File: src/hdl/soc_settings.svh
`ifndef SOC_SETTINGS_SVH
`define SOC_SETTINGS_SVH

`default_nettype none

// ------------------------------------------------------------
// bus widths
// ------------------------------------------------------------
`define ADDR_WIDTH 32
`define DATA_WIDTH 64
`define STRB_WIDTH 8

// ------------------------------------------------------------
// address map
// ------------------------------------------------------------
`define ROM_BASE     32'h0001_0000
`define ROM_LENGTH   32'h0001_0000
`define CLINT_BASE   32'h0200_0000
`define CLINT_LENGTH 32'h000C_0000

// clint register offsets within the region
`define CLINT_MSIP_OFFSET     16'h0000
`define CLINT_MTIMECMP_OFFSET 16'h4000
`define CLINT_MTIME_OFFSET    16'hBFF8

// boot rom contents
`define ROM_WORDS 16
`define ROM_TAG   32'hb007_c0de

// cycles before a debug request may reach the core
`define DEBUG_DELAY_CYCLES 64

`default_nettype wire

`endif

File: src/hdl/soc_pkg.sv
`include "soc_settings.svh"
`default_nettype none

package soc_pkg;

  // ------------------------------------------------------------
  // basic words
  // ------------------------------------------------------------
  typedef logic [`ADDR_WIDTH-1:0] addr_t;
  typedef logic [`DATA_WIDTH-1:0] data_t;
  typedef logic [`STRB_WIDTH-1:0] strb_t;

  // single-cycle request strobe
  typedef struct packed {
    logic  valid;
    logic  we;
    addr_t addr;
    data_t wdata;
    strb_t be;
  } bus_req_t;

  // single-cycle response pulse
  typedef struct packed {
    logic  valid;
    logic  err;
    data_t rdata;
  } bus_rsp_t;

  // ------------------------------------------------------------
  // address decoding
  // ------------------------------------------------------------
  typedef enum logic [1:0] {
    TGT_ROM   = 2'd0,
    TGT_CLINT = 2'd1,
    TGT_NONE  = 2'd2
  } target_e;

  // end_addr is exclusive
  typedef struct packed {
    target_e idx;
    addr_t   start_addr;
    addr_t   end_addr;
  } addr_rule_t;

  // wide enough to hold the full delay value
  typedef logic [$clog2(`DEBUG_DELAY_CYCLES + 1)-1:0] dbg_cnt_t;

endpackage

`default_nettype wire

File: src/hdl/addr_decoder.sv
`timescale 1ns/1ps
`include "soc_settings.svh"
`default_nettype none

module addr_decoder
  import soc_pkg::*;
(
  input  logic     clk_i,
  input  logic     ndmreset_n,
  input  bus_req_t req_i,
  output bus_req_t rom_req_o,
  output bus_req_t clint_req_o,
  input  bus_rsp_t rom_rsp_i,
  input  bus_rsp_t clint_rsp_i,
  output bus_rsp_t rsp_o
);

  localparam int unsigned NumRules = 2;

  addr_rule_t addr_map [NumRules];
  target_e    tgt;
  logic       err_hit_q;
  bus_rsp_t   err_rsp;

  // ------------------------------------------------------------
  // address map
  // ------------------------------------------------------------
  assign addr_map[0] = '{
    idx:        TGT_ROM,
    start_addr: `ROM_BASE,
    end_addr:   `ROM_BASE + `ROM_LENGTH
  };
  assign addr_map[1] = '{
    idx:        TGT_CLINT,
    start_addr: `CLINT_BASE,
    end_addr:   `CLINT_BASE + `CLINT_LENGTH
  };

  // unmatched addresses fall to TGT_NONE
  always_comb begin
    tgt = TGT_NONE;
    for (int i = 0; i < NumRules; i++) begin
      if (req_i.addr >= addr_map[i].start_addr && req_i.addr < addr_map[i].end_addr) begin
        tgt = addr_map[i].idx;
      end
    end
  end

  // ------------------------------------------------------------
  // request fan-out
  // ------------------------------------------------------------
  always_comb begin
    rom_req_o         = req_i;
    clint_req_o       = req_i;
    rom_req_o.valid   = req_i.valid && (tgt == TGT_ROM);
    clint_req_o.valid = req_i.valid && (tgt == TGT_CLINT);
  end

  // decode error answered one cycle later, like a target
  always_ff @(posedge clk_i or negedge ndmreset_n) begin
    if (!ndmreset_n) begin
      err_hit_q <= 1'b0;
    end else begin
      err_hit_q <= req_i.valid && (tgt == TGT_NONE);
    end
  end

  assign err_rsp = '{valid: err_hit_q, err: err_hit_q, rdata: '0};

  // ------------------------------------------------------------
  // response merge
  // ------------------------------------------------------------
  // idle targets may hold stale data, so each source is
  // masked by its own valid before the OR
  assign rsp_o = bus_rsp_t'(
      (rom_rsp_i & {$bits(bus_rsp_t){rom_rsp_i.valid}})
    | (clint_rsp_i & {$bits(bus_rsp_t){clint_rsp_i.valid}})
    | err_rsp);

endmodule

`default_nettype wire

File: src/hdl/boot_rom.sv
`timescale 1ns/1ps
`include "soc_settings.svh"
`default_nettype none

module boot_rom
  import soc_pkg::*;
(
  input  logic     clk_i,
  input  logic     ndmreset_n,
  input  bus_req_t req_i,
  output bus_rsp_t rsp_o
);

  localparam int unsigned IdxWidth   = $clog2(`ROM_WORDS);
  localparam int unsigned UpperWidth = `DATA_WIDTH - 32;

  data_t               rom_table [`ROM_WORDS];
  logic [IdxWidth-1:0] idx;
  logic                valid_q;
  logic                err_q;
  data_t               rdata_q;

  // word i carries its index above the tag
  for (genvar i = 0; i < `ROM_WORDS; i++) begin : gen_table
    assign rom_table[i] = {UpperWidth'(i), `ROM_TAG};
  end

  // 64-bit words, region aliases every 16 words
  assign idx = req_i.addr[3 +: IdxWidth];

  always_ff @(posedge clk_i or negedge ndmreset_n) begin
    if (!ndmreset_n) begin
      valid_q <= 1'b0;
      err_q   <= 1'b0;
    end else begin
      valid_q <= req_i.valid;
      err_q   <= req_i.valid && req_i.we;
    end
  end

  // writes are rejected with zero data
  always_ff @(posedge clk_i) begin
    if (req_i.valid) begin
      rdata_q <= req_i.we ? '0 : rom_table[idx];
    end
  end

  assign rsp_o = '{valid: valid_q, err: err_q, rdata: rdata_q};

endmodule

`default_nettype wire

File: src/hdl/bus_cut.sv
`timescale 1ns/1ps
`default_nettype none

// one register stage for any valid-tagged payload
module bus_cut
  import soc_pkg::*;
#(
  parameter type payload_t = bus_req_t
) (
  input  logic     clk_i,
  input  logic     ndmreset_n,
  input  payload_t data_i,
  output payload_t data_o
);

  payload_t data_q;

  // whole payload cleared so the valid field drops in reset
  always_ff @(posedge clk_i or negedge ndmreset_n) begin
    if (!ndmreset_n) begin
      data_q <= '0;
    end else begin
      data_q <= data_i;
    end
  end

  assign data_o = data_q;

endmodule

`default_nettype wire

File: src/hdl/clint_timer.sv
`timescale 1ns/1ps
`include "soc_settings.svh"
`default_nettype none

module clint_timer
  import soc_pkg::*;
(
  input  logic     clk_i,
  input  logic     ndmreset_n,
  input  logic     rtc_i,
  input  bus_req_t req_i,
  output bus_rsp_t rsp_o,
  output logic     timer_irq_o,
  output logic     ipi_o
);

  localparam logic [15:0] MsipOff     = `CLINT_MSIP_OFFSET;
  localparam logic [15:0] MtimecmpOff = `CLINT_MTIMECMP_OFFSET;
  localparam logic [15:0] MtimeOff    = `CLINT_MTIME_OFFSET;

  logic        rtc_div_q;
  logic        tick;
  data_t       mtime_q;
  data_t       mtimecmp_q;
  logic        msip_q;
  logic [15:0] offset;
  logic        wr_en;
  data_t       rd_data;
  logic        valid_q;
  data_t       rdata_q;

  // byte-lane merge of write data into a register
  function automatic data_t apply_be(data_t old_val, data_t wdata, strb_t be);
    data_t res;
    for (int b = 0; b < `STRB_WIDTH; b++) begin
      res[8*b +: 8] = be[b] ? wdata[8*b +: 8] : old_val[8*b +: 8];
    end
    return res;
  endfunction

  assign offset = req_i.addr[15:0];
  assign wr_en  = req_i.valid && req_i.we;

  // ------------------------------------------------------------
  // rtc divide by two
  // ------------------------------------------------------------
  always_ff @(posedge clk_i or negedge ndmreset_n) begin
    if (!ndmreset_n) begin
      rtc_div_q <= 1'b0;
    end else if (rtc_i) begin
      rtc_div_q <= ~rtc_div_q;
    end
  end

  // every second strobe
  assign tick = rtc_i && rtc_div_q;

  // ------------------------------------------------------------
  // timer and software interrupt registers
  // ------------------------------------------------------------
  always_ff @(posedge clk_i or negedge ndmreset_n) begin
    if (!ndmreset_n) begin
      mtime_q    <= '0;
      mtimecmp_q <= '1;
      msip_q     <= 1'b0;
    end else begin
      // a bus write to mtime wins over the tick
      if (wr_en && offset == MtimeOff) begin
        mtime_q <= apply_be(mtime_q, req_i.wdata, req_i.be);
      end else if (tick) begin
        mtime_q <= mtime_q + 1'b1;
      end
      if (wr_en && offset == MtimecmpOff) begin
        mtimecmp_q <= apply_be(mtimecmp_q, req_i.wdata, req_i.be);
      end
      if (wr_en && offset == MsipOff && req_i.be[0]) begin
        msip_q <= req_i.wdata[0];
      end
    end
  end

  always_comb begin
    rd_data = '0;
    case (offset)
      MsipOff:     rd_data[0] = msip_q;
      MtimecmpOff: rd_data    = mtimecmp_q;
      MtimeOff:    rd_data    = mtime_q;
      default:     rd_data    = '0;
    endcase
  end

  // ------------------------------------------------------------
  // response
  // ------------------------------------------------------------
  always_ff @(posedge clk_i or negedge ndmreset_n) begin
    if (!ndmreset_n) begin
      valid_q <= 1'b0;
    end else begin
      valid_q <= req_i.valid;
    end
  end

  always_ff @(posedge clk_i) begin
    if (req_i.valid) begin
      rdata_q <= req_i.we ? '0 : rd_data;
    end
  end

  // unknown offsets are not errors here
  assign rsp_o = '{valid: valid_q, err: 1'b0, rdata: rdata_q};

  assign timer_irq_o = (mtime_q >= mtimecmp_q);
  assign ipi_o       = msip_q;

endmodule

`default_nettype wire

File: src/hdl/debug_req_gate.sv
`timescale 1ns/1ps
`include "soc_settings.svh"
`default_nettype none

// holds off debug requests while boot code runs after reset
module debug_req_gate
  import soc_pkg::*;
(
  input  logic clk_i,
  input  logic ndmreset_n,
  input  logic debug_req_i,
  output logic debug_req_o
);

  dbg_cnt_t cnt_q;

  // counts down once and then parks at zero
  always_ff @(posedge clk_i or negedge ndmreset_n) begin
    if (!ndmreset_n) begin
      cnt_q <= dbg_cnt_t'(`DEBUG_DELAY_CYCLES);
    end else if (cnt_q != '0) begin
      cnt_q <= cnt_q - 1'b1;
    end
  end

  assign debug_req_o = (cnt_q == '0) ? debug_req_i : 1'b0;

endmodule

`default_nettype wire

File: src/hdl/soc_subsystem.sv
`timescale 1ns/1ps
`default_nettype none

module soc_subsystem
  import soc_pkg::*;
(
  input  logic     clk_i,
  input  logic     ndmreset_n,
  input  bus_req_t bus_req_i,
  output bus_rsp_t bus_rsp_o,
  input  logic     rtc_i,
  input  logic     debug_req_i,
  output logic     debug_req_o,
  output logic     timer_irq_o,
  output logic     ipi_o
);

  bus_req_t req_cut;
  bus_req_t rom_req;
  bus_req_t clint_req;
  bus_rsp_t rom_rsp;
  bus_rsp_t clint_rsp;
  bus_rsp_t rsp_merged;

  // ------------------------------------------------------------
  // debug gating
  // ------------------------------------------------------------
  debug_req_gate i_debug_gate (
    .clk_i       ( clk_i       ),
    .ndmreset_n  ( ndmreset_n  ),
    .debug_req_i ( debug_req_i ),
    .debug_req_o ( debug_req_o )
  );

  // ------------------------------------------------------------
  // cuts and address map
  // ------------------------------------------------------------
  bus_cut #(
    .payload_t ( bus_req_t )
  ) i_req_cut (
    .clk_i      ( clk_i      ),
    .ndmreset_n ( ndmreset_n ),
    .data_i     ( bus_req_i  ),
    .data_o     ( req_cut    )
  );

  addr_decoder i_decoder (
    .clk_i       ( clk_i      ),
    .ndmreset_n  ( ndmreset_n ),
    .req_i       ( req_cut    ),
    .rom_req_o   ( rom_req    ),
    .clint_req_o ( clint_req  ),
    .rom_rsp_i   ( rom_rsp    ),
    .clint_rsp_i ( clint_rsp  ),
    .rsp_o       ( rsp_merged )
  );

  bus_cut #(
    .payload_t ( bus_rsp_t )
  ) i_rsp_cut (
    .clk_i      ( clk_i      ),
    .ndmreset_n ( ndmreset_n ),
    .data_i     ( rsp_merged ),
    .data_o     ( bus_rsp_o  )
  );

  // ------------------------------------------------------------
  // targets
  // ------------------------------------------------------------
  boot_rom i_boot_rom (
    .clk_i      ( clk_i      ),
    .ndmreset_n ( ndmreset_n ),
    .req_i      ( rom_req    ),
    .rsp_o      ( rom_rsp    )
  );

  clint_timer i_clint (
    .clk_i       ( clk_i       ),
    .ndmreset_n  ( ndmreset_n  ),
    .rtc_i       ( rtc_i       ),
    .req_i       ( clint_req   ),
    .rsp_o       ( clint_rsp   ),
    .timer_irq_o ( timer_irq_o ),
    .ipi_o       ( ipi_o       )
  );

endmodule

`default_nettype wire

File: config.mk
export PLATFORM = sky130hd
export DESIGN_NAME = soc_subsystem
export DESIGN_NICKNAME = d
export VERILOG_FILES = /design/src/hdl/soc_pkg.sv /design/src/hdl/addr_decoder.sv /design/src/hdl/boot_rom.sv /design/src/hdl/bus_cut.sv /design/src/hdl/clint_timer.sv /design/src/hdl/debug_req_gate.sv /design/src/hdl/soc_subsystem.sv
export VERILOG_INCLUDE_DIRS = /design/src /design/src/hdl
export SDC_FILE = /design/constraint.sdc
export NUM_CORES = 1
export LEC_CHECK = 0
export BUFFER_PORTS_ARGS = -buffer_cell sky130_fd_sc_hd__buf_2
export CORE_UTILIZATION = 55
export DETAILED_ROUTE_END_ITERATION = 12
export PLACE_DENSITY_LB_ADDON = 0.15
export RECOVER_POWER = 25
export SLEW_MARGIN = 10
export SYNTH_ARGS = -nofsm -noshare
export SYNTH_HDL_FRONTEND = slang
export SYNTH_SLANG_ARGS = --single-unit
File: constraint.sdc
create_clock -name clk_i -period 4.8 [get_ports clk_i]
set_clock_uncertainty 0.1 [all_clocks]
set_input_delay 0.96 -clock clk_i [delete_from_list [all_inputs] [get_ports clk_i]]
set_output_delay 0.96 -clock clk_i [all_outputs]
set_load 0.01 [all_outputs]
==> results of run 1 <==
## final cells by class
type | count | area, sq um
clock buffer | 60 | 1180
sequential | 382 | 9990
multi-input combinational | 936 | 6050
clock inverter | 12 | 101
fill | 2382 | 10500
timing repair buffer | 194 | 1030
inverter | 80 | 300
tap | 390 | 488
## layer usage
metal	track usage (%)	vias to the layer above	routed length, microns
met1	37.0	5887	17200
met3	3.74	76	2420
li1	-	5560	-
met5	0	-	12
met4	7.97	2	947
met2	43.8	402	18900
## cells by family after synthesis
| kind of cell | share of synthesized area, % |
|---|---|
| AO/OA/AOI/OAI | 10.6 |
| XOR/XNOR | 0.265 |
| adder cells (fa/ha/maj) | 4.99 |
| buffers and inverters | 3.18 |
| flip-flops | 60.4 |
| multiplexers | 4.66 |
| AND/OR/NAND/NOR | 16.0 |
## final timing paths
path | end | slack [ns]
min reg2reg | i_rsp_cut.data_o[5]$_DFF_PN0_ | 0.35
min | i_rsp_cut.data_o[5]$_DFF_PN0_ | 0.35
max | timer_irq_o | 0.36
max reg2reg | i_clint.mtime_q[15]$_DFFE_PN0P_ | 1.47
min in group asynchronous | i_req_cut.data_o[95]$_DFF_PN0_ | 1.14
max in group asynchronous | i_req_cut.data_o[104]$_DFF_PN0_ | 1.81
## synth_stat cells, types with 29 or more instances
cell,number,area share [%]
o21ai_0,35,1.1
edfxtp_1,69,13
dfrtp_1,248,38
nand2_1,120,2.7
nor2_1,147,3.3
nand3_1,61,1.8
clkbuf_1,42,0.95
mux2_2,64,4.4
a21oi_1,63,1.9
nand4_1,40,1.5
a22oi_1,63,2.9
nor3_1,29,0.88
inv_1,80,1.8
dfstp_2,65,10
and2_1,57,2.2
ha_1,66,5.0
## state kept, by name, indices dropped and copies added (netlist names)
register	flops
i_clint.valid_q	1
i_clint.rdata_q	64
i_boot_rom.rdata_q	5
i_rsp_cut.data_o	66
i_debug_gate.cnt_q	7
i_decoder.err_hit_q	1
i_clint.ipi_o	1
i_req_cut.data_o	106
i_boot_rom.err_q	1
i_boot_rom.valid_q	1
i_clint.rtc_div_q	1
i_clint.mtimecmp_q	64
i_clint.mtime_q	64
## worst max-delay path: stages, from the launching register on
cell     delay [ns]
dfstp_2        0.54
inv_1          0.04
ha_1           0.29
nand4_1        0.20
nor4_1         0.58
nand2_1        0.26
or4_1          0.44
a21oi_1        0.13
o31ai_1        0.07
nand2_1        0.15
buf_2          0.15
## cell usage in the layout (no fill, tap or decap), types with 35 or more instances in the layout
| cell type | n |
|---|---|
| a21oi_1 | 63 |
| ha_1 | 66 |
| dfrtp_1 | 247 |
| clkbuf_16 | 41 |
| o21ai_0 | 35 |
| buf_2 | 175 |
| nand3_1 | 61 |
| dfstp_2 | 65 |
| and2_1 | 56 |
| mux2_2 | 64 |
| nor2_1 | 146 |
| a22oi_1 | 63 |
| nand4_1 | 40 |
| inv_1 | 80 |
| edfxtp_1 | 69 |
| nand2_1 | 120 |
## where the power goes
group | leakage, nW | internal (mW) | switching, mW
logic | 3.34 | 0.118 | 0.197
registers | 4.26 | 3.38 | 0.101
clock network | 0.616 | 1.75 | 1.24
total | 8.22 | 5.25 | 1.54
## per-stage QoR
stage                     hold slack, ns  worst slack (ns)  area (sq um)
after floorplan                    0.320              1.68         16500
after global placement             0.329              1.06         17900
after detailed placement           0.338              1.01         17900
after CTS                          0.353             0.418         19200
after global routing               0.359             0.313         19100
final                              0.349             0.364         19100
==> metrics.md, run 1 <==
| Metric | Value |
|---|---|
| Status | `complete, but fails checks` |
| Failing checks | `max-capacitance violations, max-slew violations` |
| PwrDens | `354 nW/um^2` |
| # resized after CTS | `0` |
| Crit path from | `i_clint.mtimecmp_q[45]$_DFFE_PN1P_` |
| Rows | `63` |
| Vias in the first global route | `12000` |
| Post-Layout Cell Count | `roughly 2000` |
| Total CTS buffers | `40` |
| Fin nets | `1810` |
| Netlist cell types | `63` |
| Max-cap violations | `2` |
| Number of enable flip-flop cells after synthesis | `69` |
| Peak VDD IR | `260 uV` |
| FF-to-FF Start | `i_req_cut.data_o[74]$_DFF_PN0_` |
| Final setup violation count | `0` |
| Vias per cell | `between 5 and 6` |
| Worst-margin pin slew | `~2.6 ns` |
| Inst Count DP | `1982` |
| Synth async-reset ratio | `81.9%` |
| Tmin final | `around 4.4 ns` |
| Routability congestion estimate | `0.894` |
| GRT overflow | `0` |
| WL per Instance | `a little under 20 microns` |
| Synth Instances | `1454` |
| Share of cells above drive strength 1 | `23.8%` |
| Die Wd | `175 microns` |
| Cell area after synthesis | `16500 sq um` |
| Post-CTS Repair Setup Buffers | `0` |
| Slew Limit Fails | `165` |
| Total track usage | `26.7%` |
| Clock Latency Late Sink | `between 0.5 and 0.6 ns` |
| Part of the Yosys area used for sequential elements | `60.4%` |
| Worst Reg-to-Reg Cells | `8` |
| FMAX | `225 MHz` |
| Vias post-DR | `between 10000 and 15000` |
| Post-Syn Area per Cell | `11.4 sq um` |
| Final WL | `approximately 40000 microns` |
| RSZ-0062 raised after global routing | `false` |
| Top FF cell, synth | `dfrtp_1` |
| Yosys reg bits | `382` |
| Critical Path Fanout Max | `3` |
| Hold WC Path Type | `register to register` |
| Post-CTS Hold Buffers | `0` |
| ANT nets after route | `0` |
| I/O pin cnt | `179` |
| Initial drt markers | `941` |
| # diodes | `0` |
| Req. time, crit path | `3.74 ns` |
| CTS Buffer Depth | `3` |
| Clk root buf | `clkbuf_16` |
| Starting density of the core | `55.8%` |
| Chip Height | `175 microns` |
| Critical Path Sink Type | `output port` |
| Setup TNS | `0 ns` |
| Antenna violations before repair | `2` |
| DRC violations left | `0` |
| Hold Crit Depth | `1` |
| # port buffers | `around 180` |
| Crit path launch type | `register` |
| Utilization after layout | `64.6%` |
| Detailed placer's ending HPWL | `27200 microns` |
| Setup CP Type | `register to output port` |
| Pleak | `slightly above 8 nW` |
| Area grow syn2layout | `15.7%` |
| Detailed Routing Iterations Pass 1 | `5` |
| Rel. slew slack | `-71.0%` |
| Clk sink count | `382` |
| Core ar. | `29600 sq um` |
| First-pass GRT wire length | `64000 microns` |
| Final Hold Fails | `0` |
| Final Cycle Share | `92.4%` |
| Synth warnings | `0` |
| Die area | `around 31000 sq um` |
| Worst-path clk slew | `around 0.060 ns` |
| Hold_sp | `i_clint.rdata_q[5]$_SDFFCE_PP0N_` |
| Pin count of the biggest net entering global routing | `approximately 100` |
| CTS tree | `done` |
| Syn Nets | `between 1500 and 2000` |
| Total power | `6.78 mW` |
| H-tree depth | `2` |
| Crit path arrival time | `3.38 ns` |
(Power assumes the default switching activity.)
==> run 2, diff against run 1 <==
--- a/config.mk
+++ b/config.mk
@@ -8,9 +8,10 @@
 export LEC_CHECK = 0
 export BUFFER_PORTS_ARGS = -buffer_cell sky130_fd_sc_hd__buf_2
 export CORE_UTILIZATION = 55
+export CTS_CLUSTER_DIAMETER = 30
 export DETAILED_ROUTE_END_ITERATION = 12
 export PLACE_DENSITY_LB_ADDON = 0.15
-export RECOVER_POWER = 25
+export RECOVER_POWER = 100
 export SLEW_MARGIN = 10
 export SYNTH_ARGS = -nofsm -noshare
 export SYNTH_HDL_FRONTEND = slang
==> metrics.md, run 2 (synthesis results as in run 1) <==
| Metric | Value |
|---|---|
| CP top delay family | `simple AND/OR/NAND/NOR gates` |
| Utilization after layout | `about two thirds` |
| Post-Layout Cell Count | `between 2000 and 2500` |
| Inst Count DP | `1982` |
| Antenna violations before repair | `2` |
| FILL cells | `2262` |
| Most frequent cells in the layout | `247 x dfrtp_1, 146 x nor2_1, 120 x nand2_1, 107 x buf_2, 85 x clkbuf_1` |
| Multi-input gate area | `approximately 6000 sq um` |
| Starting density of the core | `55.8%` |
| Core ar. | `29600 sq um` |
| Critical Path Fanout Max | `3` |
| # resized after CTS | `0` |
| Setup TNS | `0 ns` |
| Pre-CTS setup slack | `just over 1 ns` |
| CP peak stage delay | `between 0.5 and 0.6 ns` |
| Max FFs per register | `106` |
| Cells along the critical path | `inv_1 > ha_1 > nand4_1 > nor4_1 > nand2_1 > or4_1 > a21oi_1 > o31ai_1 > nand2_1 > clkbuf_1` |
| Setup CP Type | `register to output port` |
| Final WL | `40900 microns` |
| Clock Latency Late Sink | `0.59 ns` |
| Vias per cell | `approximately 5.8` |
| Final Cycle Share | `92.5%` |
| Worst R2R Setup Slack | `0.84 ns` |
| FMAX | `around 230 MHz` |
| Pleak | `8.45 nW` |
| Crit path top cell by count | `nand2_1` |
| Detailed placer's ending HPWL | `27200 microns` |
| WL per Instance | `just under 20 microns` |
| Peak VDD IR | `258 uV` |
| Req. time, crit path | `~3.7 ns` |
| Final setup violation count | `0` |
| Pin count of the biggest net entering global routing | `between 100 and 150` |
| Slew Limit Fails | `278` |
| Detailed Routing Iterations Pass 1 | `5` |
| Fin nets | `1844` |
| Tmin final | `4.44 ns` |
| Initial drt markers | `895` |
| Clk sink count | `382` |
| I/O pin cnt | `179` |
| DRC violations left | `0` |
| Die Wd | `175 microns` |
| Vias in the first global route | `12600` |
| Hold WC Path Type | `register to register` |
| Worst-margin pin slew | `between 2 and 3 ns` |
| Rows | `between 60 and 70` |
| RSZ-0062 raised after global routing | `false` |
| H-tree depth | `3` |
| Status | `complete, but fails checks` |
| Bufs and invs on worst path | `2` |
| Vias post-DR | `12300` |
| Die area | `30800 sq um` |
| Final Hold Fails | `0` |
| Max-cap violations | `5` |
| Crit path launch type | `register` |
| Area grow syn2layout | `22.5%` |
| Rel. slew slack | `-71.6%` |
| Slowest stage cell, crit path | `nor4_1` |
| Share of cells above drive strength 1 | `22.2%` |
| Failing checks | `max-capacitance violations, max-slew violations` |
| Routability congestion estimate | `0.894` |
| Post-CTS Hold Buffers | `0` |
| CTS tree | `done` |
| ANT nets after route | `0` |
| PwrDens | `440 nW/um^2` |
| Crit path arrival time | `3.38 ns` |
| First-pass GRT wire length | `between 60000 and 70000 microns` |
| Total CTS buffers | `74` |
| Chip Height | `175 microns` |
| # port buffers | `178` |
| CTS Buffer Depth | `3` |
| Register area | `9990 sq um` |
| Commonest non-fill, non-tap cell in the layout | `dfrtp_1` |
| Clk root buf | `clkbuf_16` |
| Worst-path clk slew | `0.06 ns` |
| Final WS setup | `about 0.36 ns` |
| Total track usage | `27.6%` |
| GRT overflow | `0` |
| Post-CTS Repair Setup Buffers | `0` |
| Critical Path Sink Type | `output port` |
run 2: cell types whose count changed in the layout (fill, tap and decap cells not counted), sizes merged:
cell | before | now
diode | 0 | 1
clkbuf | 63 | 169
clkinvlp | 4 | 10
inv | 81 | 102
buf | 191 | 113
clkinv | 6 | 15
bufinv | 1 | 3
run 2: metrics by stage:
step / cell area, sq um / hold WS [ns] / power [mW]
3_5_place_dp: 17900 / 0.338 / 3.85
2_1_floorplan: 16500 / 0.320 / 3.67
3_3_place_gp: 17900 / 0.329 / 3.84
4_1_cts: 20400 / 0.339 / 9.00
5_1_grt: 20300 / 0.353 / 9.20
6_report: 20300 / 0.338 / 8.92
run 2: routing by layer:
layer	GRT usage, %	share of wire, %
met5	0	0.029
met4	10.6	2.9
met3	4.57	6.6
met2	45.1	48
met1	37.1	42
run 2: final timing paths:
| path | to | cells after the start | startpoint |
|---|---|---|---|
| setup / recovery | timer_irq_o | 10 | i_clint.mtimecmp_q[45]$_DFFE_PN1P_ |
| hold / removal | i_rsp_cut.data_o[31]$_DFF_PN0_ | 2 | i_clint.rdata_q[31]$_SDFFCE_PP0N_ |
| setup reg to reg | i_clint.mtime_q[11]$_DFFE_PN0P_ | 7 | i_req_cut.data_o[74]$_DFF_PN0_ |
| hold reg to reg | i_rsp_cut.data_o[31]$_DFF_PN0_ | 2 | i_clint.rdata_q[31]$_SDFFCE_PP0N_ |
| max in group asynchronous | i_req_cut.data_o[58]$_DFF_PN0_ | 2 | ndmreset_n |
| min in group asynchronous | i_req_cut.data_o[95]$_DFF_PN0_ | 1 | ndmreset_n |
run 2: power breakdown:
part | internal, mW | switching [mW]
clock network | 3.23 | 1.89
logic | 0.118 | 0.198
registers | 3.38 | 0.101
total | 6.73 | 2.19
run 2: cell type report:
type | instances | share of cell area (%)
flip-flops and latches | 382 | 49.3
clock buffers | 88 | 9.81
repair buffers | 194 | 4.51
inverters | 80 | 1.48
well taps | 390 | 2.41
clock inverters | 50 | 2.77
diodes | 1 | 0.0124
multi-input cells | 936 | 29.7
run 2: worst min-delay path: stages, from the launching register on:
cell and delay [ns]:
edfxtp_1 0.31, nand2_1 0.05, nand2_1 0.05
